--- config.mk ---
export PLATFORM = sky130hd
export DESIGN_NAME = crc_top
export DESIGN_NICKNAME = d
export VERILOG_FILES = /design/src/crc_pkg.sv /design/src/frame_pkg.sv /design/src/lfsr_step.sv /design/src/lfsr_crc.sv /design/src/byte_receiver.sv /design/src/crc_frame_ctrl.sv /design/src/fcs_sender.sv /design/src/crc_top.sv
export VERILOG_INCLUDE_DIRS = /design/src /design/src/src
export SDC_FILE = /design/constraint.sdc
export NUM_CORES = 1
export LEC_CHECK = 0
export ABC_AREA = 1
export BUFFER_PORTS_ARGS = -buffer_cell sky130_fd_sc_hd__buf_4
export CAP_MARGIN = 20
export CORE_MARGIN = 5
export CORE_UTILIZATION = 40
export DETAILED_ROUTE_END_ITERATION = 10
export PLACE_DENSITY_LB_ADDON = 0.2
export SLEW_MARGIN = 25
export SYNTH_ARGS = -nofsm -noshare
export SYNTH_HDL_FRONTEND = slang
export SYNTH_SLANG_ARGS = --single-unit
--- constraint.sdc ---
create_clock -name clk -period 4.8 [get_ports clk]
set_input_delay 0 -clock clk [delete_from_list [all_inputs] [get_ports clk]]
set_output_delay 0 -clock clk [all_outputs]
set_load 0.02 [all_outputs]
--- src/crc_macros.svh ---
// crc macros: width, polynomial, start value and bit order of the ethernet fcs
`ifndef CRC_MACROS_SVH
`define CRC_MACROS_SVH

// lfsr / crc register width
`define CRC_W 32
// crc-32 polynomial, x^32 term implied by the width
`define CRC_POLY 32'h04c11db7
// state after reset and at each frame start
`define CRC_INIT 32'hffffffff
// bits shifted per step, one byte
`define CRC_DATA_W 8
// byte counter width, wraps at 2^16
`define CRC_CNT_W 16

// reflected order: data lsb first, state bit-reversed on output
`define CRC_REVERSE 1
// final xor with all ones
`define CRC_INVERT 1

`endif

--- src/crc_pkg.sv ---
// crc package: types for the crc result word and the lfsr state
`include "crc_macros.svh"

package crc_pkg;

    // crc result as seen outside
    // bit order already reflected, ready for the fcs field
    typedef logic [`CRC_W-1:0] crc_word_t;

    // internal galois state
    // same width as the result, kept in msb-first order
    typedef crc_word_t lfsr_state_t;

endpackage

--- src/frame_pkg.sv ---
// frame package: types for frame payload bytes and per-frame byte counts
`include "crc_macros.svh"

package frame_pkg;

    // one payload byte per beat
    typedef logic [`CRC_DATA_W-1:0] data_byte_t;

    // bytes seen in one frame
    // modulo 2^16, so long frames wrap
    typedef logic [`CRC_CNT_W-1:0] byte_count_t;

endpackage

--- src/lfsr_step.sv ---
// lfsr step: unrolled galois lfsr that advances the crc state over one data byte
`timescale 1ns/100ps
`include "crc_macros.svh"

module lfsr_step
    import crc_pkg::*, frame_pkg::*;
(
    input  data_byte_t data_in,
    input  crc_word_t  state_in,
    output crc_word_t  state_out
);

    // feedback taps
    localparam crc_word_t POLY = `CRC_POLY;
    // shifts per step
    localparam int DW = `CRC_DATA_W;
    // register width
    localparam int W = `CRC_W;

    // state after each single-bit shift
    // stage 0 is the incoming state, stage DW the result
    crc_word_t stage [DW+1];

    assign stage[0] = state_in;

    // one shift per data bit, unrolled at elaboration
    for (genvar i = 0; i < DW; i++) begin : g_shift
        // data bit for this shift
        // lsb first for the reflected crc, msb first otherwise
        localparam int SEL = (`CRC_REVERSE != 0) ? i : DW - 1 - i;

        logic fb;

        // feedback is the outgoing msb mixed with the data bit
        assign fb = stage[i][W-1] ^ data_in[SEL];

        // galois form: shift up, xor taps in when feedback is set
        // x^0 tap brings fb into bit 0 through the polynomial lsb
        assign stage[i+1] = {stage[i][W-2:0], 1'b0} ^ (fb ? POLY : '0);
    end

    // state after the whole byte
    assign state_out = stage[DW];

endmodule

--- src/lfsr_crc.sv ---
// lfsr crc: crc state register over lfsr_step, with restart and reflected output
`timescale 1ns/100ps
`include "crc_macros.svh"

module lfsr_crc
    import crc_pkg::*, frame_pkg::*;
(
    input  logic       clk,
    input  logic       rst,
    input  data_byte_t data_in,
    input  logic       data_in_valid,
    output crc_word_t  crc_out
);

    lfsr_state_t state_reg;
    crc_word_t   next_state;
    crc_word_t   state_rev;

    // next state over the current byte
    lfsr_step u_step (
        .data_in   (data_in),
        .state_in  (state_reg),
        .state_out (next_state)
    );

    // rst also acts as the frame restart
    always_ff @(posedge clk) begin
        if (rst) begin
            state_reg <= `CRC_INIT;
        end else if (data_in_valid) begin
            state_reg <= next_state;
        end
    end

    // reflect state into fcs bit order
    always_comb begin
        for (int i = 0; i < `CRC_W; i++) begin
            state_rev[i] = (`CRC_REVERSE != 0) ? state_reg[`CRC_W-1-i] : state_reg[i];
        end
    end

    // final inversion
    assign crc_out = (`CRC_INVERT != 0) ? ~state_rev : state_rev;

    // an x on a shifted byte would poison every later state of the frame
    a_data_known: assert property (
        @(posedge clk) disable iff (rst) data_in_valid |-> !$isunknown(data_in)
    ) else $error("lfsr_crc: unknown data byte while valid");

endmodule

--- src/byte_receiver.sv ---
// byte receiver: four-phase req/ack sink that turns each byte into a one-cycle beat
`timescale 1ns/100ps

module byte_receiver
    import frame_pkg::*;
(
    input  logic       clk,
    input  logic       rst,
    input  logic       in_req,
    input  logic       in_last,
    input  logic       beat_ready,
    input  data_byte_t in_data,
    output logic       in_ack,
    output logic       beat_valid,
    output logic       beat_last,
    output data_byte_t beat_data
);

    typedef enum logic {
        ST_IDLE,
        ST_ACKED
    } rx_state_t;

    rx_state_t state;
    logic      last_reg;

    // handshake and beat strobe
    always_ff @(posedge clk) begin
        if (rst) begin
            state      <= ST_IDLE;
            beat_valid <= 1'b0;
        end else begin
            // strobe lasts one cycle
            beat_valid <= 1'b0;
            case (state)
                ST_IDLE: begin
                    // new request, accepted only when processing allows it
                    if (in_req && beat_ready) begin
                        state      <= ST_ACKED;
                        beat_valid <= 1'b1;
                    end
                end
                ST_ACKED: begin
                    // release ack once the requester has let go
                    if (!in_req) begin
                        state <= ST_IDLE;
                    end
                end
                default: state <= ST_IDLE;
            endcase
        end
    end

    // payload, loaded with the accepted byte
    always_ff @(posedge clk) begin
        if (state == ST_IDLE && in_req && beat_ready) begin
            beat_data <= in_data;
            last_reg  <= in_last;
        end
    end

    assign in_ack = (state == ST_ACKED);

    // while idle, show the pending last flag so a frame end can be stalled
    // otherwise the captured flag that goes with the beat
    assign beat_last = (state == ST_IDLE) ? in_last : last_reg;

    // ack may only drop after req has dropped
    a_ack_hold: assert property (
        @(posedge clk) disable iff (rst) (in_ack && in_req) |=> in_ack
    ) else $error("byte_receiver: in_ack fell while in_req high");

endmodule

--- src/crc_frame_ctrl.sv ---
// frame controller: runs the crc over beats, counts bytes, emits one result per frame
`timescale 1ns/100ps

module crc_frame_ctrl
    import crc_pkg::*, frame_pkg::*;
(
    input  logic        clk,
    input  logic        rst,
    input  logic        beat_valid,
    input  logic        beat_last,
    input  logic        sender_free,
    input  data_byte_t  beat_data,
    output logic        beat_ready,
    output logic        result_valid,
    output crc_word_t   result_crc,
    output byte_count_t result_count
);

    // high the cycle after a last beat, crc_out is final then
    logic        frame_end;
    logic        crc_clear;
    crc_word_t   crc_out;
    byte_count_t byte_cnt;

    // restart on reset and at every frame end
    assign crc_clear = rst || frame_end;

    lfsr_crc u_crc (
        .clk           (clk),
        .rst           (crc_clear),
        .data_in       (beat_data),
        .data_in_valid (beat_valid),
        .crc_out       (crc_out)
    );

    // bytes of the current frame, last byte included
    always_ff @(posedge clk) begin
        if (crc_clear) begin
            byte_cnt <= '0;
        end else if (beat_valid) begin
            byte_cnt <= byte_cnt + 1'b1;
        end
    end

    // frame end marker and result strobe
    always_ff @(posedge clk) begin
        if (rst) begin
            frame_end    <= 1'b0;
            result_valid <= 1'b0;
        end else begin
            frame_end    <= beat_valid && beat_last;
            result_valid <= frame_end;
        end
    end

    // result payload, taken at the restart edge
    always_ff @(posedge clk) begin
        if (frame_end) begin
            result_crc   <= crc_out;
            result_count <= byte_cnt;
        end
    end

    // a last byte waits while a result is in flight or the sender is busy
    // ordinary bytes always pass
    assign beat_ready = !(beat_last && (!sender_free || frame_end || result_valid));

    // the sender holds one result, a second would be lost
    a_no_overrun: assert property (
        @(posedge clk) disable iff (rst) result_valid |-> sender_free
    ) else $error("crc_frame_ctrl: result_valid while sender busy");

endmodule

--- src/fcs_sender.sv ---
// fcs sender: four-phase req/ack source presenting one frame's crc and byte count
`timescale 1ns/100ps

module fcs_sender
    import crc_pkg::*, frame_pkg::*;
(
    input  logic        clk,
    input  logic        rst,
    input  logic        result_valid,
    input  logic        fcs_ack,
    input  crc_word_t   result_crc,
    input  byte_count_t result_count,
    output logic        fcs_req,
    output logic        sender_free,
    output crc_word_t   fcs_crc,
    output byte_count_t fcs_count
);

    typedef enum logic [1:0] {
        ST_FREE,
        ST_REQ,
        ST_WAIT_LOW
    } tx_state_t;

    tx_state_t state;

    // four-phase source
    always_ff @(posedge clk) begin
        if (rst) begin
            state <= ST_FREE;
        end else begin
            case (state)
                ST_FREE: begin
                    if (result_valid) begin
                        state <= ST_REQ;
                    end
                end
                ST_REQ: begin
                    // consumer took it, drop req
                    if (fcs_ack) begin
                        state <= ST_WAIT_LOW;
                    end
                end
                ST_WAIT_LOW: begin
                    // ack back low, ready for the next frame
                    if (!fcs_ack) begin
                        state <= ST_FREE;
                    end
                end
                default: state <= ST_FREE;
            endcase
        end
    end

    // result held until the handshake completes
    always_ff @(posedge clk) begin
        if (state == ST_FREE && result_valid) begin
            fcs_crc   <= result_crc;
            fcs_count <= result_count;
        end
    end

    assign fcs_req     = (state == ST_REQ);
    assign sender_free = (state == ST_FREE);

    // payload must not move under a raised request
    a_crc_stable: assert property (
        @(posedge clk) disable iff (rst) fcs_req |=> (!fcs_req || $stable(fcs_crc))
    ) else $error("fcs_sender: fcs_crc changed while fcs_req high");

endmodule

--- src/crc_top.sv ---
// crc top: byte receiver, frame controller and fcs sender for the ethernet fcs path
`timescale 1ns/100ps

module crc_top
    import crc_pkg::*, frame_pkg::*;
(
    input  logic        clk,
    input  logic        rst,
    input  logic        in_req,
    input  logic        in_last,
    input  logic        fcs_ack,
    input  data_byte_t  in_data,
    output logic        in_ack,
    output logic        fcs_req,
    output crc_word_t   fcs_crc,
    output byte_count_t fcs_count
);

    // beat path, receiver to controller
    logic        beat_valid;
    logic        beat_last;
    logic        beat_ready;
    data_byte_t  beat_data;

    // result path, controller to sender
    logic        result_valid;
    logic        sender_free;
    crc_word_t   result_crc;
    byte_count_t result_count;

    byte_receiver u_rx (
        .clk        (clk),
        .rst        (rst),
        .in_req     (in_req),
        .in_last    (in_last),
        .beat_ready (beat_ready),
        .in_data    (in_data),
        .in_ack     (in_ack),
        .beat_valid (beat_valid),
        .beat_last  (beat_last),
        .beat_data  (beat_data)
    );

    crc_frame_ctrl u_ctrl (
        .clk          (clk),
        .rst          (rst),
        .beat_valid   (beat_valid),
        .beat_last    (beat_last),
        .sender_free  (sender_free),
        .beat_data    (beat_data),
        .beat_ready   (beat_ready),
        .result_valid (result_valid),
        .result_crc   (result_crc),
        .result_count (result_count)
    );

    fcs_sender u_tx (
        .clk          (clk),
        .rst          (rst),
        .result_valid (result_valid),
        .fcs_ack      (fcs_ack),
        .result_crc   (result_crc),
        .result_count (result_count),
        .fcs_req      (fcs_req),
        .sender_free  (sender_free),
        .fcs_crc      (fcs_crc),
        .fcs_count    (fcs_count)
    );

endmodule

# After elaboration in Yosys (flattened, before gate mapping)
# Index checks and enable logic that the tools add are counted.
# Widths: inputs -> output; s select.
# totals
regBits,159
latch_bits,0
mem_bits_rw,0
rom_bits,0
input_bits,13
out_inout_bits,50
mem_count,0
# op_classes
add_sub_neg,1
multipliers,0
div_mod_pow,0
n_lt_le_gt_ge,0
eq_ne,5
shifts,0
muxes,16
n_bitwise,18
n_reduce_logical,14
# ops
cell,count
$xor 32x32->32,8
$mux 27,8
$not 32->32,1
$add 16x1->16 const B,1
$xor 1x1->1,8
$logic_and 1x1->1,6
$mux 2,3
$ne 2x2->1 const B,3
$pmux 2 s3,1
$logic_or 1x1->1,3
$mux 1,3
$reduce_and 3->1,1
$eq 2x1->1 const B,1
$eq 2x2->1 const B,1
$logic_not 1->1,2
$logic_not 2->1,1
$pmux 1 s2,1
$reduce_or 2->1,1
$not 1->1,1

# Depth between registers and ports, before layout
# Gate-level depths: netlist of the first run.
# depth
ltp_word,24
mapped_depth,13
depth_no_buf,12

# Hierarchy
# A second synthesis of the first run with hierarchy kept.
# unflattened
hier_cells,668
area_unflattened_um2,6864.1
# by_module_without_submodules
mod,n_inst,cells_per_inst,area_each_um2,seq_area_each_um2
crc_frame_ctrl,1,172,2342.2,1801.7
fcs_sender,1,62,1544.0,1481.4
lfsr_crc,1,172,1337.5,640.6
lfsr_step,1,239,1285.0,0.0
byte_receiver,1,23,355.3,310.3

# Worst setup path after synthesis of the first run
# Ideal clock, no wire load.
# synth_timing
path_type,reg2reg
start,register u_ctrl.frame_end
end,"register u_rx.beat_data[0], enable pin"
setup_time_ps,387
arrival_time_ps,1964
required_time_ps,4413
slack_ps,2449
stages_incl_launch_ff,6
path_buffers,0
cell_sequence,dfxtp_1 inv_1 nand2_1 o21ai_0 inv_1 nor3_1
# synth_between
elab_chain_len,5
# synth_rtl
item,line,source
start: declaration,crc_frame_ctrl.sv:20,logic frame_end;
start signal: assignment,crc_frame_ctrl.sv:51,frame_end <= beat_valid && beat_last;
$logic_or 1x1->1 (2 in series),crc_frame_ctrl.sv:66,assign beat_ready = !(beat_last && (!sender_free || frame_end || result_valid));
$logic_and 1x1->1,crc_frame_ctrl.sv:66,
$logic_not 1->1,crc_frame_ctrl.sv:66,
$logic_and 1x1->1,byte_receiver.sv:56,if (state == ST_IDLE && in_req && beat_ready) begin
end signal: assignment,byte_receiver.sv:57,beat_data <= in_data;
end: declaration,byte_receiver.sv:16,output data_byte_t beat_data
# Every way passes these cells.
# A chain may end at the register's enable or synchronous reset.

# Worst setup path after layout of the first run
# layout_timing
start,register u_ctrl.frame_end
end,register u_ctrl.u_crc.state_reg[11] in the netlist's numbering
# layout_between
elab_chain_len,1
# layout_rtl
item,line,source
$logic_or 1x1->1,crc_frame_ctrl.sv:26,assign crc_clear = rst || frame_end;
end signal: assignment,lfsr_crc.sv:29,state_reg <= `CRC_INIT;
end signal: assignment,lfsr_crc.sv:31,state_reg <= next_state;
end: declaration,lfsr_crc.sv:15,lfsr_state_t state_reg;
# Every way passes these cells.

==> qor.csv, run 1 <==
metric;value;unit
outcome;completed;
Die Wd;137;microns
FF-to-FF setup slack;2700;ps
Post-synth EDFFs;105;
# nets final;696;
Root Buffer;clkbuf_16;
Slew headroom;0.331;
MaxCap Viol Count;0;
routed length per instance;14.3;microns
GPL Wtd Cong;0.836;
syn_area_per_cell;10.7;sq um
worst slew pin tran;1000;ps
Sw Pwr;0.000769;W
count leader, synth;nand2_1;
Post-CTS Resized;0;
final setup vio count;0;
Seq pwr share;0.456;
Clock transition at path regs;60;ps
Lkg Pwr;3.22;nW
layout cells sized above 1;0.209;
Post-synth top cells;nand2_1, edfxtp_1, inv_1, dfxtp_1, nand3_1;
DP HPWL;8.83;mm
Post-DRT Antenna Nets;0;
count of mapped cells out of synthesis;599;
sequential share of the synthesized area;0.661;
Crit Path Max Fanout;28;
fraction of registers with async set/reset;0;
initial antenna violation count;0;
fmax;0.477;GHz
gr usage total;0.149;
# port buffers;62;
Pint;0.00258;W
final max-slew violation count;0;
Placed Instances;867;
Post-CTS Setup Inserts;0;
main flop type after synthesis;edfxtp_1;
# DRC;0;
DRT iter0 DRCs;233;
RSZ-0062 raised after global routing;false;
vias in the first global route;4275;
PD cells;425;nW/um^2
Clock Power Share;0.443;
vias per std cell;4.73;
htree depth;4;
Inserted Diodes;0;
Total Die Area;18600;sq um
growth of design area from synthesis to finish;23.0;%
post-synth top area share;0.492;
FF-to-FF path depth;4;
Max Clock Skew;8.95;ps
hold endpoint;u_rx.beat_data[3];
Tcrit/Tclk final;0.437;
reg2reg start;u_ctrl.frame_end;
combinational share of power;0.101;
#FFs+latches synth;159;
Crit Path Category;register to register;
Setup crit end kind;register;
hold path start;in_data[3];
Syn. warnings;0;
fin cells;911;
Cell Area, Synth;6400;sq um
hold path depth;2;
Netlist cell types;38;
RR Endpoint;u_ctrl.u_crc.state_reg[11];
Max VDD drop;0.273;mV
IO Pins;63;
via count;4310;
Post-CTS Hold Buffers;12;
Final Util;0.499;
CP startpoint kind;register;
Fin Setup TNS;0;ps
CTS tree;built;
DRT Pass-1 Iters;5;
Mapped Nets;613;
Clock Latency Late Sink;420;ps
largest net degree at the start of global routing;50;
Initial Util;0.406;
Req. time, crit path;5100;ps
die span in y;137;microns
sw frac;0.229;
Yosys top cell by area;edfxtp_1;
Final Hold Vio Count;0;
clk buf depth;2;
Tot Pwr;0.00335;W
first-pass GRT wire length;21.2;mm
WP data arrival;2390;ps
dominant cells by area after synthesis;edfxtp_1, dfxtp_1, nand2_1;
worst slack at placement;2750;ps
GRT overflow;0;
core area;15800;sq um
Rows;46;
Hold Crit Class;primary input to register;
routed wire length;13.0;mm
fin crit period;2100;ps
setup ws final;2700;ps
clock tree sinks;159;
number of buffers created by CTS;17;
## stage by stage
stage	hold WS, ps	cell area [sq um]
2_1_floorplan	69.1	6400
3_3_place_gp	179	7100
3_5_place_dp	179	7100
4_1_cts	276	7880
5_1_grt	287	7880
6_report	292	7880
## logic make-up (layout without fill, tap and decap cells)
| family | count (synthesis) | count (layout) | share of synthesized area |
|---|---|---|---|
| buffers and inverters | 83 | 179 | 0.0508 |
| AOI/OAI and AO/OA | 76 | 76 | 0.0672 |
| xor gates and xnor gates | 22 | 22 | 0.0336 |
| DFF | 159 | 159 | 0.661 |
| adders and majority gates | 1 | 1 | 0.00195 |
| and+or+nand+nor | 258 | 258 | 0.185 |
## how the worst max path moves through the flow
stage / start / end / slack, ps / cells after the start
final: u_ctrl.frame_end / u_ctrl.u_crc.state_reg[11] / 2700 / 4
after global routing: u_ctrl.frame_end / u_ctrl.u_crc.state_reg[16] / 2570 / 4
after CTS: u_ctrl.frame_end / u_ctrl.u_crc.state_reg[11] / 2720 / 4
after global placement: u_ctrl.frame_end / u_ctrl.u_crc.state_reg[23] / 2810 / 4
after detailed placement: u_ctrl.frame_end / u_ctrl.u_crc.state_reg[5] / 2750 / 4
after floorplan: u_ctrl.frame_end / u_rx.beat_data[0] / 2450 / 5
## worst max-delay path, stage by stage (launching register included)
cell and delay (ps):
dfxtp_2 320, nor2_2 750, inv_2 490, a21oi_1 290
nand3_1 120
## layer usage
metal  global-route usage  up-vias  routed length (microns)
met3               0.0342       23                      628
met5                    0        -                        0
li1                     -     2164                        -
met4               0.0594        0                      256
met2                0.243      107                     6110
met1                0.191     2016                     6030
## power groups by stage
| stage | Clock, W | Combinational, W | Sequential (W) |
|---|---|---|---|
| after floorplan | 0 | 0.000241 | 0.00155 |
| after global placement | 0 | 0.000322 | 0.00155 |
| after detailed placement | 0 | 0.000329 | 0.00156 |
| after CTS | 0.00152 | 0.000339 | 0.00153 |
| after global routing | 0.00157 | 0.000382 | 0.00153 |
| final | 0.00148 | 0.000339 | 0.00153 |
## layout by cell type (no fill, tap or decap), types with 2 or more instances in the layout
cell type	count
a21oi_1	34
buf_4	65
bufinv_16	6
clkbuf_1	3
clkbuf_16	17
clkinv_1	3
clkinv_2	3
dfxtp_1	53
dlygate4sd3_1	12
edfxtp_1	105
inv_1	56
inv_2	12
nand2_1	142
nand2_2	19
nand2_4	9
nand3_1	35
nand4_1	2
nor2_1	32
nor2_2	4
nor3_1	6
nor3_2	2
nor4_1	2
o211ai_1	14
o21ai_0	19
o21ai_1	3
or2_1	2
xnor2_1	2
xor2_1	17
xor2_2	2
## layout make-up
class	instances	area, sq um
Fill cell	1437	7890
Sequential cell	159	4240
Multi-Input combinational cell	357	1850
Timing Repair Buffer	77	608
Clock buffer	20	437
Tap cell	216	270
Inverter	70	264
Clock inverter	12	214
Note: power is estimated with default switching activity, not from simulation.
==> inputs of run 2 (changes only) <==
ABC_AREA = 0   (was 1)
clock period = 2.05 ns   (was 4.8 ns; I/O delays follow)
==> qor.csv, run 2 <==
metric;value;unit
worst slew pin tran;683;ps
Total Die Area;17400;sq um
post-synth top area share;0.530;
routed wire length;10.4;mm
number of buffers created by CTS;17;
IO Pins;63;
sw frac;0.226;
Clock Power Share;0.412;
Post-synth top cells;edfxtp_1, xnor2_1, dfxtp_1, inv_1, nor2_1;
Req. time, crit path;2330;ps
Max Clock Skew;7.81;ps
Post-DRT Antenna Nets;0;
CP startpoint kind;register;
core area;14500;sq um
Cell Area, Synth;5950;sq um
vias per std cell;4.63;
Clock transition at path regs;60;ps
via count;3285;
dominant cells by area after synthesis;edfxtp_1, dfxtp_1, xnor2_1;
Mapped Nets;432;
RSZ-0062 raised after global routing;false;
CTS tree;built;
DRT Pass-1 Iters;4;
GPL Wtd Cong;0.819;
Post-synth EDFFs;105;
Die Wd;132;microns
largest net degree at the start of global routing;36;
most frequent cells in the layout;edfxtp_1, buf_4, xnor2_1;
WP data arrival;2150;ps
DP HPWL;7.29;mm
Inserted Diodes;0;
die span in y;132;microns
count leader, synth;edfxtp_1;
Syn. warnings;0;
final instance area;7460;sq um
fin cells;709;
Initial Util;0.409;
Setup crit end kind;register;
combinational share of power;0.136;
Seq pwr share;0.452;
initial antenna violation count;0;
first-pass GRT wire length;17.7;mm
Root Buffer;clkbuf_16;
final setup vio count;0;
Final Hold Vio Count;0;
# port buffers;62;
clk buf depth;2;
Placed Instances;665;
growth of design area from synthesis to finish;25.4;%
vias in the first global route;3476;
Pint;0.00617;W
count of mapped cells out of synthesis;418;
layout cells sized above 1;0.230;
Rows;44;
main flop type after synthesis;edfxtp_1;
syn_area_per_cell;14.2;sq um
#FFs+latches synth;159;
Crit Path Max Fanout;5;
MaxCap Viol Count;0;
commonest non-fill, non-tap cell in the layout;edfxtp_1;
# DRC;0;
final max-slew violation count;0;
Final Util;0.513;
Sw Pwr;0.00181;W
fmax;0.534;GHz
Tcrit/Tclk final;0.913;
Clock Latency Late Sink;420;ps
htree depth;4;
Slew headroom;0.541;
fin crit period;1870;ps
placed instance area;6720;sq um
gr usage total;0.130;
outcome;completed;
# nets final;526;
Lkg Pwr;2.89;nW
Netlist cell types;32;
fraction of registers with async set/reset;0;
Crit Path Category;register to register;
Max VDD drop;0.579;mV
clock tree sinks;159;
Yosys top cell by area;edfxtp_1;
sequential share of the synthesized area;0.712;
Hold Crit Class;primary input to register;
GRT overflow;0;
PD cells;1070;nW/um^2
routed length per instance;14.7;microns
DRT iter0 DRCs;164;
-- run 2: path summary, 6_finish.rpt --
check,start,endpoint,cells after the start,slack [ps]
max reg2reg,u_rx.beat_data[1],u_ctrl.u_crc.state_reg[8],5,180
max,u_rx.beat_data[1],u_ctrl.u_crc.state_reg[8],5,180
min,in_data[4],u_rx.beat_data[4],2,290
min reg2reg,u_ctrl.result_count[4],u_tx.fcs_count[4],0,420
-- run 2: repair_timing --
item,CTS,global route
setup buffers,0,0
resized for setup,0,0
hold endpoints to repair,15,0
hold buffers,12,0
-- run 2: power by group through the flow --
stage	clock network, W	logic [W]	registers (W)
global placement	0	0.00107	0.00367
CTS	0.00338	0.00110	0.00361
floorplan	0	0.000846	0.00366
global route	0.00352	0.00120	0.00362
detailed placement	0	0.00108	0.00368
finish	0.00329	0.00109	0.00361
-- run 2: per-layer routing --
layer / routed length [microns] / part of all wire / vias to the layer above / GRT usage
met2: 5120 / 0.49 / 88 / 0.211
met4: 144 / 0.014 / 0 / 0.0537
met3: 640 / 0.061 / 16 / 0.0527
met5: 0 / 0 / - / 0
met1: 4530 / 0.43 / 1548 / 0.154
li1: - / - / 1633 / -
-- run 2: logic make-up (layout without fill, tap and decap cells) --
family / Yosys count / after routing / synth area share
adder cells (fa/ha/maj): 1 / 1 / 0.00210
multiplexers: 1 / 1 / 0.00168
XOR/XNOR: 84 / 84 / 0.144
AO/OA/AOI/OAI: 48 / 48 / 0.0477
flip-flops: 159 / 159 / 0.712
buffers and inverters: 48 / 155 / 0.0303
AND/OR/NAND/NOR: 77 / 77 / 0.0620
-- run 2: critical path, stage by stage, from the launching register on --
cell	delay [ps]
edfxtp_1	410
xnor2_2	390
xnor2_4	210
xnor3_2	500
xnor2_1	150
o21ai_1	70
-- run 2: stage by stage --
| step | TNS, ps | total power [W] | hold slack (ps) | setup WS [ps] |
|---|---|---|---|---|
| global route | 0 | 0.00835 | 275 | 46.3 |
| floorplan | -28.4 | 0.00451 | 65.0 | -0.591 |
| global placement | 0 | 0.00474 | 179 | 224 |
| CTS | 0 | 0.00809 | 265 | 162 |
| detailed placement | 0 | 0.00476 | 179 | 171 |
| finish | 0 | 0.00798 | 291 | 178 |
-- run 2: area by class of cell --
cell class              count  area [sq um]
multi-input cells         211          1550
clock inverters             9           158
well taps                 184           230
clock buffers              23           468
fillers                  1260          7070
repair buffers             88           691
flip-flops and latches    159          4240
inverters                  35           131
==> inputs of run 3 (changes only) <==
CAP_MARGIN = 10   (was 20)
CELL_PAD_IN_SITES_DETAIL_PLACEMENT = 1   (was not set)
CELL_PAD_IN_SITES_GLOBAL_PLACEMENT = 2   (was not set)
==> qor.csv, run 3 (synthesis gave the netlist of run 2 again) <==
metric;value;unit
Max VDD drop;0.620;mV
core area;14500;sq um
PD cells;1070;nW/um^2
layout cells sized above 1;0.234;
Post-CTS Resized;0;
Slew headroom;0.534;
clk buf depth;2;
Post-CTS Setup Inserts;0;
Final Hold Vio Count;0;
Critical path buffers and inverters;1;
Root Buffer;clkbuf_16;
vias per std cell;4.78;
FF-to-FF setup slack;180;ps
Storage cell area;4240;sq um
DRT iter0 DRCs;136;
GRT overflow;0;
CP peak stage delay;410;ps
RSZ-0062 raised after global routing;false;
worst slew pin tran;694;ps
htree depth;4;
Rows;44;
Post-DRT Antenna Nets;0;
Fin Setup TNS;0;ps
Hold Crit Class;primary input to register;
Post-CTS Hold Buffers;13;
routed length per instance;17.0;microns
final instance area;7450;sq um
largest net degree at the start of global routing;50;
first-pass GRT wire length;19.4;mm
CTS tree;built;
reg2reg start;u_rx.beat_data[1];
# DRC;0;
cell family with most CP delay;XOR/XNOR gates;
# nets final;526;
Initial Util;0.409;
# port buffers;62;
worst-path cell chain;xnor2_2 -> xnor2_4 -> buf_4 -> xor2_1 -> xnor2_1 -> a21oi_1;
fillers;1406;
die span in y;132;microns
Max Clock Skew;9.65;ps
WP depth;6;
Total Die Area;17400;sq um
WP data arrival;2170;ps
placed instance area;6720;sq um
most frequent cells in the layout;edfxtp_1, buf_4, xnor2_1;
routed wire length;12.1;mm
outcome;completed;
clock tree sinks;159;
number of buffers created by CTS;17;
Clock Latency Late Sink;430;ps
RR Endpoint;u_ctrl.u_crc.state_reg[5];
Die Wd;132;microns
final setup vio count;0;
FF-to-FF path depth;6;
Crit Path Max Fanout;6;
Req. time, crit path;2350;ps
vias in the first global route;3630;
hold endpoint;u_rx.beat_data[2];
via count;3386;
fin crit period;1870;ps
gr usage total;0.145;
hold path depth;2;
growth of design area from synthesis to finish;25.3;%
Crit Path Category;register to register;
Setup crit end kind;register;
Clock transition at path regs;60;ps
Inserted Diodes;0;
Tcrit/Tclk final;0.913;
MaxCap Viol Count;0;
CP max stage cell;edfxtp_1;
hold path start;in_data[2];
DP HPWL;7.95;mm
CP startpoint kind;register;
initial antenna violation count;0;
final max-slew violation count;0;
Multi-input gate area;1550;sq um
Lkg Pwr;2.88;nW
DRT Pass-1 Iters;4;
fmax;0.534;GHz
GPL Wtd Cong;0.772;
IO Pins;63;
commonest non-fill, non-tap cell in the layout;edfxtp_1;
## run 3: through the flow
stage / setup slack [ps] / utilization / std cells / total power, W / hold WS [ps]
2_1_floorplan: -0.591 / - / 418 / 0.00451 / 65.0
6_report: 179 / 0.513 / 709 / 0.00794 / 291
3_5_place_dp: 174 / 0.462 / 664 / 0.00479 / 180
3_3_place_gp: 235 / 0.462 / 664 / 0.00476 / 179
4_1_cts: 154 / 0.513 / 709 / 0.00806 / 261
5_1_grt: 37.3 / 0.513 / 709 / 0.00827 / 271
## run 3: layer usage
metal,up-vias,track usage,part of all wire
met5,-,0,0
met4,0,0.0686,0.018
met3,19,0.0443,0.042
met2,66,0.231,0.48
met1,1665,0.180,0.46
li1,1636,-,-
## run 3: power by group
group | total (W) | internal (W) | switching, W
Clock | 0.00320 | 0.00197 | 0.00123
Combinational | 0.00113 | 0.000555 | 0.000579
Sequential | 0.00360 | 0.00352 | 0.0000841
## run 3: cell type report
| class | instances | area share |
|---|---|---|
| multi-input combinational | 211 | 0.208 |
| sequential | 159 | 0.569 |
| tap | 184 | 0.0309 |
| clock buffer | 21 | 0.0618 |
| clock inverter | 11 | 0.0190 |
| timing repair buffer | 88 | 0.0947 |
| inverter | 35 | 0.0176 |
## run 3: worst max-delay path by stage
stage	from	end	slack, ps
6_report	u_rx.beat_data[1]	u_ctrl.u_crc.state_reg[5]	180
5_1_grt	u_rx.beat_data[1]	u_ctrl.u_crc.state_reg[26]	40
4_1_cts	u_rx.beat_data[0]	u_ctrl.u_crc.state_reg[27]	150
3_5_place_dp	u_rx.beat_data[0]	u_ctrl.u_crc.state_reg[27]	170
3_3_place_gp	u_rx.beat_data[0]	u_ctrl.u_crc.state_reg[27]	240
2_1_floorplan	u_tx.state[0]	u_tx.fcs_count[0]	-0.6
